==> src/hw/spi_pkg.sv <==
// SPI register map, SPCR/SPSR bit positions, SCK divider table and bit reversal
package spi_pkg;

   localparam int ADR_W  = 6;
   localparam int DATA_W = 8;
   localparam int DIV_W  = 6;                    // Divider counter, up to 64 cycles

   localparam logic [ADR_W-1:0] SPCR_ADDR = 6'h0D;
   localparam logic [ADR_W-1:0] SPSR_ADDR = 6'h0E;
   localparam logic [ADR_W-1:0] SPDR_ADDR = 6'h0F;

   // SPCR fields
   localparam int SPIE_BIT = 7;
   localparam int SPE_BIT  = 6;
   localparam int DORD_BIT = 5;
   localparam int MSTR_BIT = 4;
   localparam int CPOL_BIT = 3;
   localparam int CPHA_BIT = 2;
   localparam int SPR_LSB  = 0;                  // SPR is two bits wide

   // SPSR fields
   localparam int SPIF_BIT  = 7;
   localparam int WCOL_BIT  = 6;
   localparam int SPI2X_BIT = 0;

   // cp2 cycles per half SCK period, rate code is {SPI2X, SPR}
   function automatic int unsigned half_period(input logic [2:0] rate);
      case (rate)
         3'b000:  return 2;
         3'b001:  return 8;
         3'b010:  return 32;
         3'b011:  return 64;
         3'b100:  return 1;
         3'b101:  return 4;
         3'b110:  return 16;
         default: return 32;
      endcase
   endfunction

   function automatic logic [DATA_W-1:0] rev_bits(input logic [DATA_W-1:0] d);
      logic [DATA_W-1:0] r;
      for (int i = 0; i < DATA_W; i++)
         r[i] = d[DATA_W-1-i];
      return r;
   endfunction

endpackage

==> src/hw/spi_ctrl_if.sv <==
// Configuration and transfer control between SPI register block and engine
`timescale 1ns/1ps

interface spi_ctrl_if #(
   parameter int DATA_W = spi_pkg::DATA_W
) ();

   // Configuration from SPCR/SPSR
   logic              spe;
   logic              mstr;
   logic              dord;
   logic              cpol;
   logic              cpha;
   logic [1:0]        spr;
   logic              spi2x;

   // Transfer control
   logic [DATA_W-1:0] tx_data;
   logic              start;                     // One cycle, SPDR write accepted
   logic              busy;
   logic              done;                      // Last bit boundary
   logic [DATA_W-1:0] rx_data;

   modport regs (
      output spe, mstr, dord, cpol, cpha, spr, spi2x, tx_data, start,
      input  busy, done, rx_data
   );

   modport clk (
      input cpol, cpha, spr, spi2x, start, busy, done
   );

   modport engine (
      input  dord, tx_data, start,
      output busy, done, rx_data
   );

endinterface

==> src/hw/spi_clk_gen.sv <==
// SPI baud divider, SCK generation and parking, bit boundary and sample pulses
`timescale 1ns/1ps

module spi_clk_gen #(
   parameter int                           DATA_W    = spi_pkg::DATA_W,
   parameter logic [spi_pkg::ADR_W-1:0]    SPCR_ADDR = spi_pkg::SPCR_ADDR
) (
   input  logic                            cp2,
   input  logic                            ireset,
   input  logic [spi_pkg::ADR_W-1:0]       adr,
   input  logic [DATA_W-1:0]               dbus_in,
   input  logic                            iowe,
   spi_ctrl_if.clk                         ctrl,
   output logic                            scko,
   output logic                            bit_end,
   output logic                            sample
);

   logic [spi_pkg::DIV_W-1:0] div_cnt;
   logic [spi_pkg::DIV_W-1:0] div_last;          // Terminal count of a half period
   int unsigned               hp_m1;
   logic                      phase;             // 0 first half, 1 second half of a bit
   logic                      toggle;
   logic                      spcr_wr;

   always_comb
   begin
      hp_m1    = spi_pkg::half_period({ctrl.spi2x, ctrl.spr}) - 1;
      div_last = hp_m1[spi_pkg::DIV_W-1:0];
   end

   assign toggle  = ctrl.busy && (div_cnt == div_last);
   assign bit_end = toggle && phase;
   assign spcr_wr = iowe && (adr == SPCR_ADDR);

   // ******************************
   // Divider, runs only while busy
   // ******************************
   always_ff @(posedge cp2)
   begin
      if (!ireset || !ctrl.busy)
      begin
         div_cnt <= '0;
         phase   <= 1'b0;
      end
      else if (toggle)
      begin
         div_cnt <= '0;
         phase   <= ~phase;
      end
      else
         div_cnt <= div_cnt + 1'b1;
   end

   // SCK output
   always_ff @(posedge cp2)
   begin
      if (!ireset)
         scko <= 1'b0;
      else if (spcr_wr)
         scko <= dbus_in[spi_pkg::CPOL_BIT];     // Idle level follows new CPOL
      else if (ctrl.start && ctrl.cpha)
         scko <= ~ctrl.cpol;                     // Leading edge in CPHA 1
      else if (ctrl.done)
         scko <= ctrl.cpol;                      // Park
      else if (toggle)
         scko <= ~scko;
   end

   // Sampling edge ends the first half of each bit for every CPOL/CPHA mode
   always_ff @(posedge cp2)
   begin
      if (!ireset)
         sample <= 1'b0;
      else
         sample <= toggle && !phase;
   end

endmodule

==> src/hw/spi_mod.sv <==
// SPI master peripheral top level with register block, clock generator and shifter
`timescale 1ns/1ps

module spi_mod #(
   parameter int                           DATA_W    = spi_pkg::DATA_W,
   parameter logic [spi_pkg::ADR_W-1:0]    SPCR_ADDR = spi_pkg::SPCR_ADDR,
   parameter logic [spi_pkg::ADR_W-1:0]    SPSR_ADDR = spi_pkg::SPSR_ADDR,
   parameter logic [spi_pkg::ADR_W-1:0]    SPDR_ADDR = spi_pkg::SPDR_ADDR
) (
   input  logic                            cp2,
   input  logic                            ireset,
   // CPU I/O bus
   input  logic [spi_pkg::ADR_W-1:0]       adr,
   input  logic [DATA_W-1:0]               dbus_in,
   input  logic                            iore,
   input  logic                            iowe,
   output logic [DATA_W-1:0]               dbus_out,
   output logic                            out_en,
   // SPI pins
   input  logic                            misoi,
   output logic                            mosio,
   output logic                            scko,
   output logic                            spe,
   output logic                            spimaster,
   // Interrupt
   output logic                            spiirq,
   input  logic                            spiack
);

   logic bit_end;
   logic sample;

   spi_ctrl_if #(.DATA_W(DATA_W)) ctrl_bus ();

   spi_regs #(
      .DATA_W    (DATA_W),
      .SPCR_ADDR (SPCR_ADDR),
      .SPSR_ADDR (SPSR_ADDR),
      .SPDR_ADDR (SPDR_ADDR)
   ) i_spi_regs (
      .cp2       (cp2),
      .ireset    (ireset),
      .adr       (adr),
      .dbus_in   (dbus_in),
      .iore      (iore),
      .iowe      (iowe),
      .spiack    (spiack),
      .dbus_out  (dbus_out),
      .out_en    (out_en),
      .spe       (spe),
      .spimaster (spimaster),
      .spiirq    (spiirq),
      .ctrl      (ctrl_bus.regs)
   );

   spi_clk_gen #(
      .DATA_W    (DATA_W),
      .SPCR_ADDR (SPCR_ADDR)
   ) i_spi_clk_gen (
      .cp2     (cp2),
      .ireset  (ireset),
      .adr     (adr),
      .dbus_in (dbus_in),
      .iowe    (iowe),
      .ctrl    (ctrl_bus.clk),
      .scko    (scko),
      .bit_end (bit_end),
      .sample  (sample)
   );

   spi_shifter #(
      .DATA_W (DATA_W)
   ) i_spi_shifter (
      .cp2     (cp2),
      .ireset  (ireset),
      .misoi   (misoi),
      .bit_end (bit_end),
      .sample  (sample),
      .ctrl    (ctrl_bus.engine),
      .mosio   (mosio)
   );

endmodule

==> src/hw/spi_regs.sv <==
// SPI control/status registers, SPIF and WCOL flags, transfer start and read mux
`timescale 1ns/1ps

module spi_regs #(
   parameter int                           DATA_W    = spi_pkg::DATA_W,
   parameter logic [spi_pkg::ADR_W-1:0]    SPCR_ADDR = spi_pkg::SPCR_ADDR,
   parameter logic [spi_pkg::ADR_W-1:0]    SPSR_ADDR = spi_pkg::SPSR_ADDR,
   parameter logic [spi_pkg::ADR_W-1:0]    SPDR_ADDR = spi_pkg::SPDR_ADDR
) (
   input  logic                            cp2,
   input  logic                            ireset,
   input  logic [spi_pkg::ADR_W-1:0]       adr,
   input  logic [DATA_W-1:0]               dbus_in,
   input  logic                            iore,
   input  logic                            iowe,
   input  logic                            spiack,
   output logic [DATA_W-1:0]               dbus_out,
   output logic                            out_en,
   output logic                            spe,
   output logic                            spimaster,
   output logic                            spiirq,
   spi_ctrl_if.regs                        ctrl
);

   logic [DATA_W-1:0] spcr;
   logic              spi2x;
   logic              spif;
   logic              wcol;
   logic              spif_clr_st;               // SPSR read with SPIF set
   logic              wcol_clr_st;               // SPSR read with WCOL set
   logic [DATA_W-1:0] spsr_val;

   logic              spcr_wr;
   logic              spsr_wr;
   logic              spdr_wr;
   logic              spsr_rd;
   logic              spdr_acc;
   logic              collision;

   // ******************************
   // Bus decode
   // ******************************
   assign spcr_wr   = iowe && (adr == SPCR_ADDR);
   assign spsr_wr   = iowe && (adr == SPSR_ADDR);
   assign spdr_wr   = iowe && (adr == SPDR_ADDR);
   assign spsr_rd   = iore && (adr == SPSR_ADDR);
   assign spdr_acc  = (iore || iowe) && (adr == SPDR_ADDR);
   assign collision = spdr_wr && ctrl.busy;      // Dropped write

   assign ctrl.start = spdr_wr && spcr[spi_pkg::SPE_BIT] && spcr[spi_pkg::MSTR_BIT] &&
                       !ctrl.busy;
   assign ctrl.tx_data = dbus_in;

   always_ff @(posedge cp2)
   begin
      if (!ireset)
      begin
         spcr  <= '0;
         spi2x <= 1'b0;
      end
      else
      begin
         if (spcr_wr)
            spcr <= dbus_in;
         if (spsr_wr)
            spi2x <= dbus_in[spi_pkg::SPI2X_BIT];  // Only writable SPSR bit
      end
   end

   // ******************************
   // Flags and clear sequences
   // ******************************
   always_ff @(posedge cp2)
   begin
      if (!ireset)
      begin
         spif        <= 1'b0;
         wcol        <= 1'b0;
         spif_clr_st <= 1'b0;
         wcol_clr_st <= 1'b0;
      end
      else
      begin
         if (!spif_clr_st)
            spif_clr_st <= spsr_rd && spif;
         else if (spdr_acc)
            spif_clr_st <= 1'b0;

         if (!wcol_clr_st)
            wcol_clr_st <= spsr_rd && wcol;
         else if (spdr_acc)
            wcol_clr_st <= 1'b0;

         if (ctrl.done)
            spif <= 1'b1;
         else if ((spdr_acc && spif_clr_st) || spiack)
            spif <= 1'b0;

         if (collision)
            wcol <= 1'b1;                        // Set wins over the clearing access
         else if (spdr_acc && wcol_clr_st)
            wcol <= 1'b0;
      end
   end

   // Configuration to clock generator and shifter
   assign ctrl.spe   = spcr[spi_pkg::SPE_BIT];
   assign ctrl.mstr  = spcr[spi_pkg::MSTR_BIT];
   assign ctrl.dord  = spcr[spi_pkg::DORD_BIT];
   assign ctrl.cpol  = spcr[spi_pkg::CPOL_BIT];
   assign ctrl.cpha  = spcr[spi_pkg::CPHA_BIT];
   assign ctrl.spr   = spcr[spi_pkg::SPR_LSB +: 2];
   assign ctrl.spi2x = spi2x;

   assign spe       = ctrl.spe;
   assign spimaster = ctrl.mstr;
   assign spiirq    = spcr[spi_pkg::SPIE_BIT] && spif;

   always_comb
   begin
      spsr_val                     = '0;
      spsr_val[spi_pkg::SPIF_BIT]  = spif;
      spsr_val[spi_pkg::WCOL_BIT]  = wcol;
      spsr_val[spi_pkg::SPI2X_BIT] = spi2x;
   end

   // Read mux, combinational on adr and iore
   always_comb
   begin
      dbus_out = '0;
      out_en   = 1'b0;
      case (adr)
         SPDR_ADDR:
         begin
            dbus_out = ctrl.rx_data;
            out_en   = iore;
         end
         SPSR_ADDR:
         begin
            dbus_out = spsr_val;
            out_en   = iore;
         end
         SPCR_ADDR:
         begin
            dbus_out = spcr;
            out_en   = iore;
         end
         default: ;
      endcase
   end

endmodule

==> src/hw/spi_shifter.sv <==
// SPI master bit FSM, shift register, MISO sampling and receive register
`timescale 1ns/1ps

module spi_shifter #(
   parameter int DATA_W = spi_pkg::DATA_W
) (
   input  logic        cp2,
   input  logic        ireset,
   input  logic        misoi,
   input  logic        bit_end,
   input  logic        sample,
   spi_ctrl_if.engine  ctrl,
   output logic        mosio
);

   typedef enum logic [3:0] {
      ST_IDLE,
      ST_B0,
      ST_B1,
      ST_B2,
      ST_B3,
      ST_B4,
      ST_B5,
      ST_B6,
      ST_B7
   } bit_state_t;

   bit_state_t        state;
   logic [DATA_W-1:0] sh_reg;
   logic [DATA_W-1:0] sh_next;
   logic [DATA_W-1:0] tx_word;
   logic [DATA_W-1:0] rx_reg;
   logic              rx_bit;                    // MISO held from the sampling edge
   logic              shift_in;
   logic              upd_rx;

   // ******************************
   // Bit state machine
   // ******************************
   always_ff @(posedge cp2)
   begin
      if (!ireset)
         state <= ST_IDLE;
      else if (state == ST_IDLE)
      begin
         if (ctrl.start)
            state <= ST_B0;
      end
      else if (bit_end)
      begin
         if (state == ST_B7)
            state <= ST_IDLE;
         else
            state <= bit_state_t'(state + 4'd1);
      end
   end

   assign ctrl.busy = (state != ST_IDLE);
   assign ctrl.done = (state == ST_B7) && bit_end;

   // ******************************
   // Data path
   // ******************************
   always_ff @(posedge cp2)
   begin
      if (sample)
         rx_bit <= misoi;
   end

   // At the fastest rate sample and bit_end fall in the same cycle
   assign shift_in = sample ? misoi : rx_bit;
   assign sh_next  = {sh_reg[DATA_W-2:0], shift_in};
   assign tx_word  = ctrl.dord ? spi_pkg::rev_bits(ctrl.tx_data) : ctrl.tx_data;

   always_ff @(posedge cp2)
   begin
      if (!ireset)
      begin
         sh_reg <= '1;
         rx_reg <= '0;
         upd_rx <= 1'b0;
      end
      else
      begin
         upd_rx <= ctrl.done;
         if (ctrl.start)
            sh_reg <= tx_word;                   // LSB first goes out reversed
         else if (bit_end)
            sh_reg <= sh_next;
         else if (upd_rx)
            sh_reg[DATA_W-1] <= 1'b1;

         if (ctrl.done)
            rx_reg <= ctrl.dord ? spi_pkg::rev_bits(sh_next) : sh_next;
      end
   end

   assign ctrl.rx_data = rx_reg;

   // Line idles low between transfers
   assign mosio = ctrl.busy && sh_reg[DATA_W-1];

endmodule

==> config.mk <==
export PLATFORM = sky130hd
export DESIGN_NAME = spi_mod
export DESIGN_NICKNAME = d
export VERILOG_FILES = /design/src/hw/spi_pkg.sv /design/src/hw/spi_ctrl_if.sv /design/src/hw/spi_clk_gen.sv /design/src/hw/spi_mod.sv /design/src/hw/spi_regs.sv /design/src/hw/spi_shifter.sv
export SDC_FILE = /design/constraint.sdc
export NUM_CORES = 1
export LEC_CHECK = 0
export BUFFER_PORTS_ARGS = -buffer_cell sky130_fd_sc_hd__buf_2
export CORE_MARGIN = 5
export CORE_UTILIZATION = 52
export DETAILED_ROUTE_END_ITERATION = 10
export PLACE_DENSITY = 0.71
export SKIP_LAST_GASP = 1
export SLEW_MARGIN = 10
export SYNTH_ARGS = -nofsm -noshare
export SYNTH_HDL_FRONTEND = slang
export SYNTH_SLANG_ARGS = --single-unit
==> constraint.sdc <==
create_clock -name cp2 -period 3.1 [get_ports cp2]
set_input_delay 0 -clock cp2 [delete_from_list [all_inputs] [get_ports cp2]]
set_output_delay 0 -clock cp2 [all_outputs]
set_load 0.005 [all_outputs]
# Word-level counts from Yosys, hierarchy flattened
# Index checks and enable logic that the tools add are counted.
# word_totals
register_bits	44
latchBits	0
ram_bits	0
mem_bits_ro	0
mem_count	0
# op_classes
add_sub_neg	3
mul	0
div	0
order_cmp	0
n_eq_ne	11
shift	0
mux	25
n_bitwise	3
reduce_logical	38
# op_table
operator	count
6-bit one-hot mux with 6 select lines	1
8-bit 2-to-1 mux	3
8-bit one-hot mux with 3 select lines	1
1-bit logical AND	20
6-bit by 4-bit == test with 1-bit output (second input constant)	3
4-bit 2-to-1 mux	4
1-bit 2-to-1 mux	15
3-bit == test (second input constant)	3
2-bit nonzero test	4
4-bit nonzero test	2
7-bit 2-to-1 mux	1
6-bit by 1-bit adder with 6-bit output (second input constant)	1
6-bit == test	1
6-bit by 1-bit subtractor with 6-bit output (second input constant)	1
4-bit by 1-bit adder with 4-bit output (second input constant)	1
4-bit == test (second input constant)	1
4-bit logical NOT	1
3-bit by 1-bit == test with 1-bit output (second input constant)	1
3-bit by 2-bit == test with 1-bit output (second input constant)	1
1-bit logical NOT	3
3-bit logical NOT	1
1-bit logical OR	3
1-bit NOT	3
3-bit nonzero test	1
other kinds (4)	4

# Longest topological paths before layout
# Gate-level depths: netlist of the first run.
# logic_depth
depth_word	10
mapped_depth	10
ltp_nobuf	8

# By module
# From an unflattened synthesis of the first run, not the netlist that was laid out.
# hier_totals
cells_unflattened	302
hier_area_um2	2697.6
# modules_own_cells
module	n_inst	cells_each	area_per_inst_um2	seq_area_each_um2
spi_shifter	1	123	1208.7	440.4
spi_regs	1	108	888.4	260.2
spi_clk_gen	1	71	600.6	180.2

# Worst setup path before layout of the first run
# OpenSTA, ideal clock, no wires.
# synth_path
path_type	register to register
from	register i_spi_regs.spi2x (netlist: i_spi_regs.ctrl.spi2x)
to	register i_spi_clk_gen.scko
arrival_time_ns	2.318
required_ns	2.978
slack_ns	0.660
path_stages_with_launch	10
period_less_slack_ns	2.440
cell_sequence	dfxtp_1 > clkbuf_1 > or3_1 > ha_1 > xor2_1 > nand2_1 > a31oi_4 > nand3_2 > a221o_1 > o311a_1
# synth_via
elab_chain_cells	10
# synth_lines
element	line_no	rtl
start: declaration	spi_regs.sv:26	logic spi2x;
start signal: assignment	spi_regs.sv:66	spi2x <= dbus_in[spi_pkg::SPI2X_BIT];
3-bit == test (tied with other cells)	spi_pkg.sv:28	case (rate)
6-bit one-hot mux with 6 select lines *	spi_pkg.sv:28	
6-bit by 1-bit subtractor with 6-bit output *	spi_clk_gen.sv:28	hp_m1 = spi_pkg::half_period({ctrl.spi2x, ctrl.spr}) - 1;
6-bit == test *	spi_clk_gen.sv:32	assign toggle = ctrl.busy && (div_cnt == div_last);
1-bit logical AND *	spi_clk_gen.sv:32	
1-bit logical AND	spi_clk_gen.sv:33	assign bit_end = toggle && phase;
1-bit logical AND	spi_shifter.sv:59	assign ctrl.done = (state == ST_B7) && bit_end;
1-bit 2-to-1 mux	spi_clk_gen.sv:64	else if (ctrl.done)
1-bit 2-to-1 mux	spi_clk_gen.sv:62	else if (ctrl.start && ctrl.cpha)
1-bit 2-to-1 mux	spi_clk_gen.sv:60	else if (spcr_wr)
end signal: assignment	spi_clk_gen.sv:61	scko <= dbus_in[spi_pkg::CPOL_BIT];
end signal: assignment	spi_clk_gen.sv:63	scko <= ~ctrl.cpol;
end signal: assignment	spi_clk_gen.sv:65	scko <= ctrl.cpol;
end: declaration	spi_clk_gen.sv:14	output logic scko,
# Every way passes the cells marked *; elsewhere a longest branch is shown, timed or not.
# A chain may end at the register's enable or synchronous reset.

# Worst setup path in the final report of the first run
# layout_path
from	register i_spi_regs.spi2x (netlist: i_spi_regs.ctrl.spi2x)
to	register i_spi_shifter.rx_reg[6] (netlist: i_spi_shifter.ctrl.rx_data[6])
# layout_via
elab_chain_cells	7
# layout_lines
element	line_no	rtl
3-bit == test (tied with other cells)	spi_pkg.sv:28	
6-bit one-hot mux with 6 select lines *	spi_pkg.sv:28	
6-bit by 1-bit subtractor with 6-bit output *	spi_clk_gen.sv:28	
6-bit == test *	spi_clk_gen.sv:32	
1-bit logical AND *	spi_clk_gen.sv:32	
1-bit logical AND *	spi_clk_gen.sv:33	
1-bit logical AND *	spi_shifter.sv:59	
end signal: assignment	spi_shifter.sv:94	rx_reg <= ctrl.dord ? spi_pkg::rev_bits(sh_next) : sh_next;
end: declaration	spi_shifter.sv:32	logic [DATA_W-1:0] rx_reg;
# Marked as above.

==> impl_metrics.env, run 1 <==
export IMPL_cts_root_buf="clkbuf_8"
export IMPL_p_total_mw=1.02
export IMPL_final_antenna_net_count=0
export IMPL_worstPathRequired_ns=3.32
export IMPL_area_delta_synth_final_pct=15.1
export IMPL_synth_area_per_cell_um2=8.51
export IMPL_port_buffers=33
export IMPL_final_setup_tns_ns=0
export IMPL_synthCells=293
export IMPL_clkLatencyLatePin_ns=0.30
export IMPL_synth_cell_type_count=57
export IMPL_cts_tree="yes"
export IMPL_hold_viol=0
export IMPL_route_detailed_vias_per_inst=5.79
export IMPL_met1_usage_pct=23.9
export IMPL_final_max_slew_viol_count=0
export IMPL_finalWorstSetupSlack_ns=0.330
export IMPL_synth_top_area_share_pct=35.3
export IMPL_final_cells=383
export IMPL_use_met3_pct=3.85
export IMPL_synth_top_area_cell="dfxtp_1"
export IMPL_slew_headroom_pct=31.0
export IMPL_crit_start="i_spi_regs.ctrl.spi2x"
export IMPL_cts_sinks=44
export IMPL_vdd_drop_max_mv=0.197
export IMPL_grt_max_degree=33
export IMPL_worstSetupStartpointType="flop"
export IMPL_place_gp_congestion=0.842
export IMPL_cts_buffers=5
export IMPL_htree_levels=2
export IMPL_ys_seq_area_share_pct=35.3
export IMPL_wire_per_inst_um=14.9
export IMPL_synth_main_ff_cell="dfxtp_1"
export IMPL_critPathArrivalTime_ns=2.99
export IMPL_leakagePower_nw=1.07
export IMPL_p_per_area_nw_per_um2=354
export IMPL_synth_seq_cells=44
export IMPL_drive_gt1_share_pct=19.5
export IMPL_min_delay_start="spiack"
export IMPL_cap_violations=0
export IMPL_antenna_found_initial=0
export IMPL_netlist_top_cells_count="44 x dfxtp_1, 38 x nor2_1, 26 x mux2i_1, 25 x nand2_1"
export IMPL_fmax_ghz=0.361
export IMPL_status="completed"
export IMPL_drc=0
export IMPL_dp_cells=367
export IMPL_grt_pass1_vias=2074
export IMPL_period_needed_ns=2.77
export IMPL_fp_coreArea_um2=4690
export IMPL_die_area_um2=6280
export IMPL_hp_class="in -> reg"
export IMPL_hold_slack_ns=0.0487
export IMPL_num_io_pins=34
export IMPL_clk_pin_slew_worst_paths_ns=0.08
export IMPL_pre_cts_slack_ns=0.359
export IMPL_min_period_over_period_pct=89.4
export IMPL_setup_viol=0
export IMPL_first_iter_violations=116
export IMPL_nNetsFinal=353
export IMPL_worst_slew_pin_slew_ns=1.03
export IMPL_clock_tree_buffer_depth=2
export IMPL_dp_hpwl_um=4120
export IMPL_ys_top_cells_by_area="dfxtp_1 35%, mux2i_1 10%, nor2_1 5.7%"
export IMPL_crit_type="reg -> reg"
export IMPL_firstDrtPassIters=4
export IMPL_gr_usage_met2_pct=31.9
export IMPL_yosysWarnings=0
export IMPL_crit_fanout=14
export IMPL_grt_first_pass_wirelength_um=9450
export IMPL_synth_edff_count=0
export IMPL_die_y_um=79.3
export IMPL_r2r_start="i_spi_regs.ctrl.spi2x"
export IMPL_wirelength_um=5710
export IMPL_syn_num_nets=317
export IMPL_grt_busiest_layer="met2"
export IMPL_rsz0062_at_grt="false"
export IMPL_synth_area_um2=2490
export IMPL_die_w_um=79.3
export IMPL_diodes=0
export IMPL_vias=2216
export IMPL_cp_end_kind="flop"
export IMPL_initial_core_util_pct=53.2
export IMPL_ys_async_sr_fraction_pct=0
export IMPL_overflow=0
export IMPL_synth_most_common_cell="dfxtp_1"
export IMPL_grt_use_total_pct=19.0
export IMPL_final_setup_skew_ns=0.00597
export IMPL_std_cell_rows=25
-- layer usage --
metal	wire [um]	up-vias
met5	0	-
met4	89	0
met3	160	6
met2	2740	25
met1	2710	1047
li1	-	1138
-- placed cells by master (no fill, tap or decap), types with 5 or more instances in the layout --
cell type       n
a31oi_1         8
buf_4           6
o21ai_0         8
dfxtp_1        44
nand3_1        11
buf_2          33
mux2i_1        26
inv_1           9
and2_1          5
nor2b_1         5
clkbuf_8        7
nand2_1        25
a21oi_1        13
nor2_1         38
dlygate4sd3_1   9
or3_1           7
-- worst max-delay path, cell delays in order, from the launching register on --
cell and delay [ns]:
dfxtp_1 0.51, or3b_4 0.44, ha_1 0.31, xor2_1 0.15, nand2_1 0.11, a31o_1 0.25
nor3_4 0.50, buf_4 0.21, nor2_1 0.04, a211oi_2 0.17
-- kinds of logic (layout without fill, tap and decap cells) --
| kind of cell | count (synthesis) | in the layout | synth area share, % |
|---|---|---|---|
| AOI/OAI and AO/OA | 57 | 57 | 16.7 |
| and+or+nand+nor | 123 | 123 | 26.5 |
| muxes | 30 | 30 | 12.2 |
| DFF | 44 | 44 | 35.3 |
| buffers and inverters | 28 | 64 | 4.81 |
| xor gates and xnor gates | 7 | 7 | 2.46 |
| adders and majority gates | 4 | 4 | 2.01 |
-- metrics by stage --
stage	util (%)	instance area, um2
after CTS	61.2	2870
after detailed placement	57.3	2690
after global placement	57.3	2690
after floorplan	-	2490
final	61.2	2870
after global routing	61.2	2870
-- cell type report --
cell class | instances | area (um2)
fillers | 426 | 1820
multi-input cells | 221 | 1490
clock buffers | 7 | 96.3
inverters | 9 | 33.8
repair buffers | 48 | 300
well taps | 54 | 67.6
flip-flops and latches | 44 | 881
-- timing repair --
action	in CTS	in global routing
hold buffers	9	0
gates resized for setup	0	0
setup buffers	0	0
endpoints found under the hold margin	10	0
setup endpoints to repair	0	0
-- where the power goes --
part,leakage [nW],internal [mW],switching (mW)
Combinational,0.667,0.0260,0.0342
Clock,0.0503,0.199,0.191
Sequential,0.355,0.566,0.00125
Total,1.07,0.790,0.226
-- final timing paths --
path                                        end  slack, ns  cells after the start
setup reg to reg  i_spi_shifter.ctrl.rx_data[6]       0.33                      9
setup / recovery  i_spi_shifter.ctrl.rx_data[6]       0.33                      9
hold / removal                  i_spi_regs.spif       0.05                      4
hold reg to reg              i_spi_regs.spcr[7]       0.48                      2
No activity file was read; power rests on OpenSTA's default activity.
==> run 2, diff against run 1 <==
Settings changed: CORE_ASPECT_RATIO set to 0.75, CORE_UTILIZATION 52 to 42, PLACE_DENSITY 0.71 to 0.59.
==> run 2 against run 1 <==
  * Setup slack better by 0.069 ns
  * Combinational power hardly changed
  * Maximum frequency up 2.6%
  * Largest power group unchanged
  * Cell count up 6.0%
  * Highest routed layer unchanged
  * Power decreased by 0.54%
  * Sequential cell count stayed put
  * Sequential share of layout area shrank 0.15 points
  * Core utilization fell by 11 points
  * Wire length up 1.5%
  * Clock power fell by 1%
  * Sequential power is essentially flat
==> impl_metrics.env, run 2 (synthesis gave the netlist of run 1 again) <==
export IMPL_initial_core_util_pct=43.0
export IMPL_cts_buffers=5
export IMPL_drive_gt1_share_pct=19.5
export IMPL_first_iter_violations=126
export IMPL_r2r_cells=9
export IMPL_top_layer="met4"
export IMPL_min_path_cells=4
export IMPL_cp_end_kind="flop"
export IMPL_critPathArrivalTime_ns=2.95
export IMPL_hold_slack_ns=0.0177
export IMPL_cap_violations=0
export IMPL_htree_levels=2
export IMPL_cp_num_cells=9
export IMPL_crit_type="reg -> reg"
export IMPL_worstSetupStartpointType="flop"
export IMPL_overflow=0
export IMPL_rsz0062_at_grt="false"
export IMPL_area_delta_synth_final_pct=15.7
export IMPL_final_max_slew_viol_count=0
export IMPL_slew_headroom_pct=31.7
export IMPL_final_common_cell="dfxtp_1"
export IMPL_firstDrtPassIters=5
export IMPL_die_area_um2=7600
export IMPL_cts_sinks=44
export IMPL_leakagePower_nw=1.06
export IMPL_p_per_area_nw_per_um2=350
export IMPL_period_needed_ns=2.70
export IMPL_path_buf_inv=1
export IMPL_setup_viol=0
export IMPL_hp_class="in -> reg"
export IMPL_grt_use_total_pct=15.6
export IMPL_clk_pin_slew_worst_paths_ns=0.09
export IMPL_worstPathRequired_ns=3.35
export IMPL_fmax_ghz=0.370
export IMPL_fp_coreArea_um2=5800
export IMPL_diodes=0
export IMPL_mostFrequentLayoutCells="44 x dfxtp_1, 38 x nor2_1, 33 x buf_2"
export IMPL_post_cts_resized=0
export IMPL_std_cell_rows=24
export IMPL_min_period_over_period_pct=87.1
export IMPL_critPathMaxStageDelay_ns=0.44
export IMPL_die_w_um=99.0
export IMPL_cp_cell_sequence="or3b_4, ha_1, xor2_1, nand2_1, a31o_1, nor3_4, buf_4, o211a_1, o311a_1"
export IMPL_clock_tree_buffer_depth=2
export IMPL_final_setup_tns_ns=0
export IMPL_hold_viol=0
export IMPL_port_buffers=33
export IMPL_vias=2216
export IMPL_fill_cells=560
export IMPL_met1Wirelength_um=2940
export IMPL_die_y_um=76.7
export IMPL_cp_top_family="simple AND/OR/NAND/NOR gates"
export IMPL_crit_fanout=14
export IMPL_place_gp_congestion=0.756
export IMPL_nNetsFinal=351
export IMPL_dr_wl_met3_um=368
export IMPL_route_detailed_vias_per_inst=5.46
export IMPL_vdd_drop_max_mv=0.201
export IMPL_cts_hold_fix_buffers=8
export IMPL_wire_per_inst_um=14.3
export IMPL_dp_hpwl_um=4260
export IMPL_antenna_found_initial=0
export IMPL_status="completed"
export IMPL_num_io_pins=34
export IMPL_final_antenna_net_count=0
export IMPL_critPathSlowestCell="dfxtp_1"
export IMPL_cts_tree="yes"
export IMPL_wirelength_um=5800
export IMPL_wl_met2_um=2420
export IMPL_grt_first_pass_wirelength_um=9830
export IMPL_grt_max_degree=33
export IMPL_cts_root_buf="clkbuf_8"
export IMPL_utilization_pct=49.8
export IMPL_drc=0
export IMPL_grt_pass1_vias=2052
export IMPL_clkLatencyLatePin_ns=0.30
export IMPL_cts_setup_buffers=0
export IMPL_final_setup_skew_ns=0.00899
export IMPL_worst_slew_pin_slew_ns=1.02
run 2: cell types whose count changed in the layout (fill, tap and decap cells not counted), sizes merged:
cell         previous run  this run
clkinvlp                0         2
buf                    39        38
clkbuf                  7         6
dlygate4sd3             9         8
run 2: cell type report:
cell class | instances | area (um2) | share of cell area, %
Multi-Input combinational cell | 221 | 1490 | 51.8
Sequential cell | 44 | 881 | 30.5
Timing Repair Buffer | 46 | 283 | 9.80
Tap cell | 78 | 97.6 | 3.38
Clock buffer | 6 | 82.6 | 2.86
Inverter | 9 | 33.8 | 1.17
Clock inverter | 2 | 15.0 | 0.520
run 2: layer usage:
metal | vias up | track usage (%)
met3 | 9 | 4.17
met4 | 0 | 4.23
met1 | 1015 | 23.1
met2 | 64 | 22.1
met5 | - | 0
li1 | 1128 | -
run 2: final timing paths:
kind                      startpoint            endpoint  slack, ns
setup reg to reg  i_spi_regs.spcr[1]  i_spi_clk_gen.scko       0.40
hold reg to reg   i_spi_regs.spcr[2]  i_spi_regs.spcr[2]       0.48
setup / recovery  i_spi_regs.spcr[1]  i_spi_clk_gen.scko       0.40
hold / removal                spiack     i_spi_regs.spif       0.02
run 2: through the flow:
step / instances / cell area, um2 / power, mW / setup slack, ns
final: 406 / 2890 / 1.01 / 0.399
after CTS: 406 / 2890 / 1.02 / 0.405
after global placement: 390 / 2710 / 0.633 / 0.508
after detailed placement: 390 / 2710 / 0.633 / 0.417
after global routing: 406 / 2890 / 1.06 / 0.214
after floorplan: 293 / 2490 / 0.609 / 0.660
run 2: where the power goes:
part	total [mW]	switching [mW]	internal [mW]
Sequential	0.567	0.00124	0.566
Combinational	0.0601	0.0349	0.0252
Clock	0.384	0.204	0.181
Total	1.01	0.240	0.772
run 2: worst register-to-register path, cell delays in order (launching register included):
cell and delay, ns:
dfxtp_1 0.44, or3b_4 0.44, ha_1 0.31, xor2_1 0.18
nand2_1 0.12, a31o_1 0.25, nor3_4 0.35, buf_4 0.25
o211a_1 0.16, o311a_1 0.15
==> run 3, diff against run 2 <==
Settings changed: CAP_MARGIN set to 30, CORE_ASPECT_RATIO 0.75 to 0.6.
Clock period 3.1 ns to 2.6 ns, I/O delays scaled along.
==> run 3 against run 2 <==
  * Clock power up 36%
  * Critical endpoint unchanged
  * First-iteration DRC count rose by 7.1%
  * Clock skew increased by 0.0020 ns
  * Highest routed layer unchanged
  * Cell count is 2.2% higher
  * Largest power group unchanged
==> impl_metrics.env, run 3 (synthesis gave the netlist of run 1 again) <==
export IMPL_grt_use_total_pct=17.4
export IMPL_critPathArrivalTime_ns=2.62
export IMPL_cp_end_kind="flop"
export IMPL_min_path_cells=3
export IMPL_crit_fanout=5
export IMPL_fp_coreArea_um2=5680
export IMPL_status="completed"
export IMPL_power_frac_comb_pct=5.9
export IMPL_pwr_share_clk_pct=41.0
export IMPL_first_iter_violations=135
export IMPL_r2r_end="i_spi_clk_gen.scko"
export IMPL_slew_headroom_pct=52.0
export IMPL_worst_slew_pin_slew_ns=0.720
export IMPL_rsz0062_at_grt="false"
export IMPL_netSwitchingPower_mw=0.280
export IMPL_whs_endpoint="i_spi_shifter.rx_bit"
export IMPL_clock_tree_buffer_depth=2
export IMPL_p_int_mw=0.992
export IMPL_hold_viol=0
export IMPL_place_gp_congestion=0.761
export IMPL_crit_type="reg -> reg"
export IMPL_drc=0
export IMPL_vdd_drop_max_mv=0.284
export IMPL_cts_sinks=44
export IMPL_r2r_cells=8
export IMPL_die_y_um=69.7
export IMPL_diodes=0
export IMPL_r2r_start="i_spi_regs.spcr[0]"
export IMPL_cts_buffers=5
export IMPL_wire_per_inst_um=15.3
export IMPL_area_delta_synth_final_pct=19.2
export IMPL_num_io_pins=34
export IMPL_rrSetupSlack_ns=0.17
export IMPL_vias=2226
export IMPL_port_buffers=33
export IMPL_hp_class="in -> reg"
export IMPL_period_needed_ns=2.43
export IMPL_grt_pass1_vias=2126
export IMPL_htree_levels=2
export IMPL_dp_hpwl_um=4690
export IMPL_cts_tree="yes"
export IMPL_worstPathRequired_ns=2.79
export IMPL_min_period_over_period_pct=93.4
export IMPL_worstSetupStartpointType="flop"
export IMPL_final_setup_tns_ns=0
export IMPL_nNetsFinal=358
export IMPL_min_delay_start="misoi"
export IMPL_grt_first_pass_wirelength_um=10700
export IMPL_overflow=0
export IMPL_grt_max_degree=23
export IMPL_firstDrtPassIters=4
export IMPL_setup_viol=0
export IMPL_cts_root_buf="clkbuf_8"
export IMPL_clk_pin_slew_worst_paths_ns=0.09
export IMPL_initial_core_util_pct=44.0
export IMPL_utilization_pct=52.4
export IMPL_std_cell_rows=21
export IMPL_clkLatencyLatePin_ns=0.30
export IMPL_wirelength_um=6350
export IMPL_cap_violations=0
export IMPL_cts_setup_buffers=0
export IMPL_final_antenna_net_count=0
export IMPL_die_w_um=110
export IMPL_fmax_ghz=0.412
export IMPL_die_area_um2=7630
export IMPL_swShare_pct=22.0
export IMPL_dp_cells=399
export IMPL_p_per_area_nw_per_um2=428
export IMPL_antenna_found_initial=0
export IMPL_final_setup_skew_ns=0.0110
export IMPL_final_max_slew_viol_count=0
export IMPL_route_detailed_vias_per_inst=5.36
export IMPL_drive_gt1_share_pct=20.9
export IMPL_final_common_cell="dfxtp_1"
export IMPL_seqPwrFrac_pct=53.1
export IMPL_leakagePower_nw=1.09
export IMPL_mostFrequentLayoutCells="44 x dfxtp_1, 38 x nor2_1, 33 x buf_2"
export IMPL_final_cells=415
## run 3: changes by cell type in the layout (fill, tap and decap cells not counted), sizes merged
cell / change
clkinvlp: -2
bufinv: +1
clkinv: +1
buf: +7
## run 3: how the worst max path moves through the flow
stage,startpoint,to,slack (ns),cells after the start
detailed placement,i_spi_regs.spcr[1],i_spi_shifter.sh_reg[1],0.14,9
CTS,i_spi_regs.spcr[0],i_spi_shifter.sh_reg[1],0.1,9
global placement,i_spi_regs.spcr[1],i_spi_shifter.sh_reg[1],0.17,9
global route,i_spi_regs.spcr[0],i_spi_clk_gen.scko,0.07,8
floorplan,i_spi_regs.ctrl.spi2x,i_spi_clk_gen.scko,0.16,9
finish,i_spi_regs.spcr[0],i_spi_clk_gen.scko,0.17,8
## run 3: layer usage
| layer | global-route usage [%] | vias up | share of wire (%) |
|---|---|---|---|
| li1 | - | 1142 | - |
| met1 | 27.1 | 1031 | 53 |
| met2 | 24.1 | 51 | 41 |
| met3 | 4.65 | 2 | 6.1 |
| met4 | 2.07 | 0 | 0.16 |
| met5 | 0 | - | 0 |
## run 3: worst max-delay path, cell delays in order (launching register included)
cell and delay [ns]:
dfxtp_1 0.35, or3b_4 0.42, ha_1 0.31, xor2_1 0.16, nand2_1 0.12, a31oi_4 0.20
nand3_2 0.11, a221o_1 0.32, o311a_1 0.34
## run 3: final cells by class
| type | instances | area (um2) |
|---|---|---|
| clock buffers | 6 | 72.6 |
| clock inverters | 2 | 35.0 |
| fillers | 552 | 2700 |
| inverters | 9 | 33.8 |
| multi-input cells | 221 | 1500 |
| flip-flops and latches | 44 | 881 |
| well taps | 80 | 100 |
| repair buffers | 53 | 348 |
## run 3: metrics by stage
stage | instance area [um2] | power (mW) | hold WS (ns) | worst slack (ns)
after floorplan | 2490 | 0.726 | 0.0956 | 0.160
after global placement | 2780 | 0.756 | 0.269 | 0.173
after detailed placement | 2780 | 0.756 | 0.273 | 0.138
after CTS | 2960 | 1.28 | 0.0310 | 0.0982
after global routing | 2970 | 1.34 | 0.0594 | 0.0672
final | 2970 | 1.27 | 0.0307 | 0.172
## run 3: what timing repair did
| item | in CTS | in global routing |
|---|---|---|
| endpoints found under the hold margin | 8 | 0 |
| resized for setup | 0 | 1 |
| hold buffers | 8 | 0 |
| setup endpoints to repair | 0 | 1 |
## run 3: power by group through the flow
| stage | Clock [mW] | Sequential, mW | Combinational (mW) |
|---|---|---|---|
| after global routing | 0.578 | 0.677 | 0.0822 |
| after detailed placement | 0 | 0.692 | 0.0641 |
| after global placement | 0 | 0.692 | 0.0638 |
| final | 0.521 | 0.676 | 0.0748 |
| after floorplan | 0 | 0.691 | 0.0351 |
| after CTS | 0.535 | 0.676 | 0.0733 |
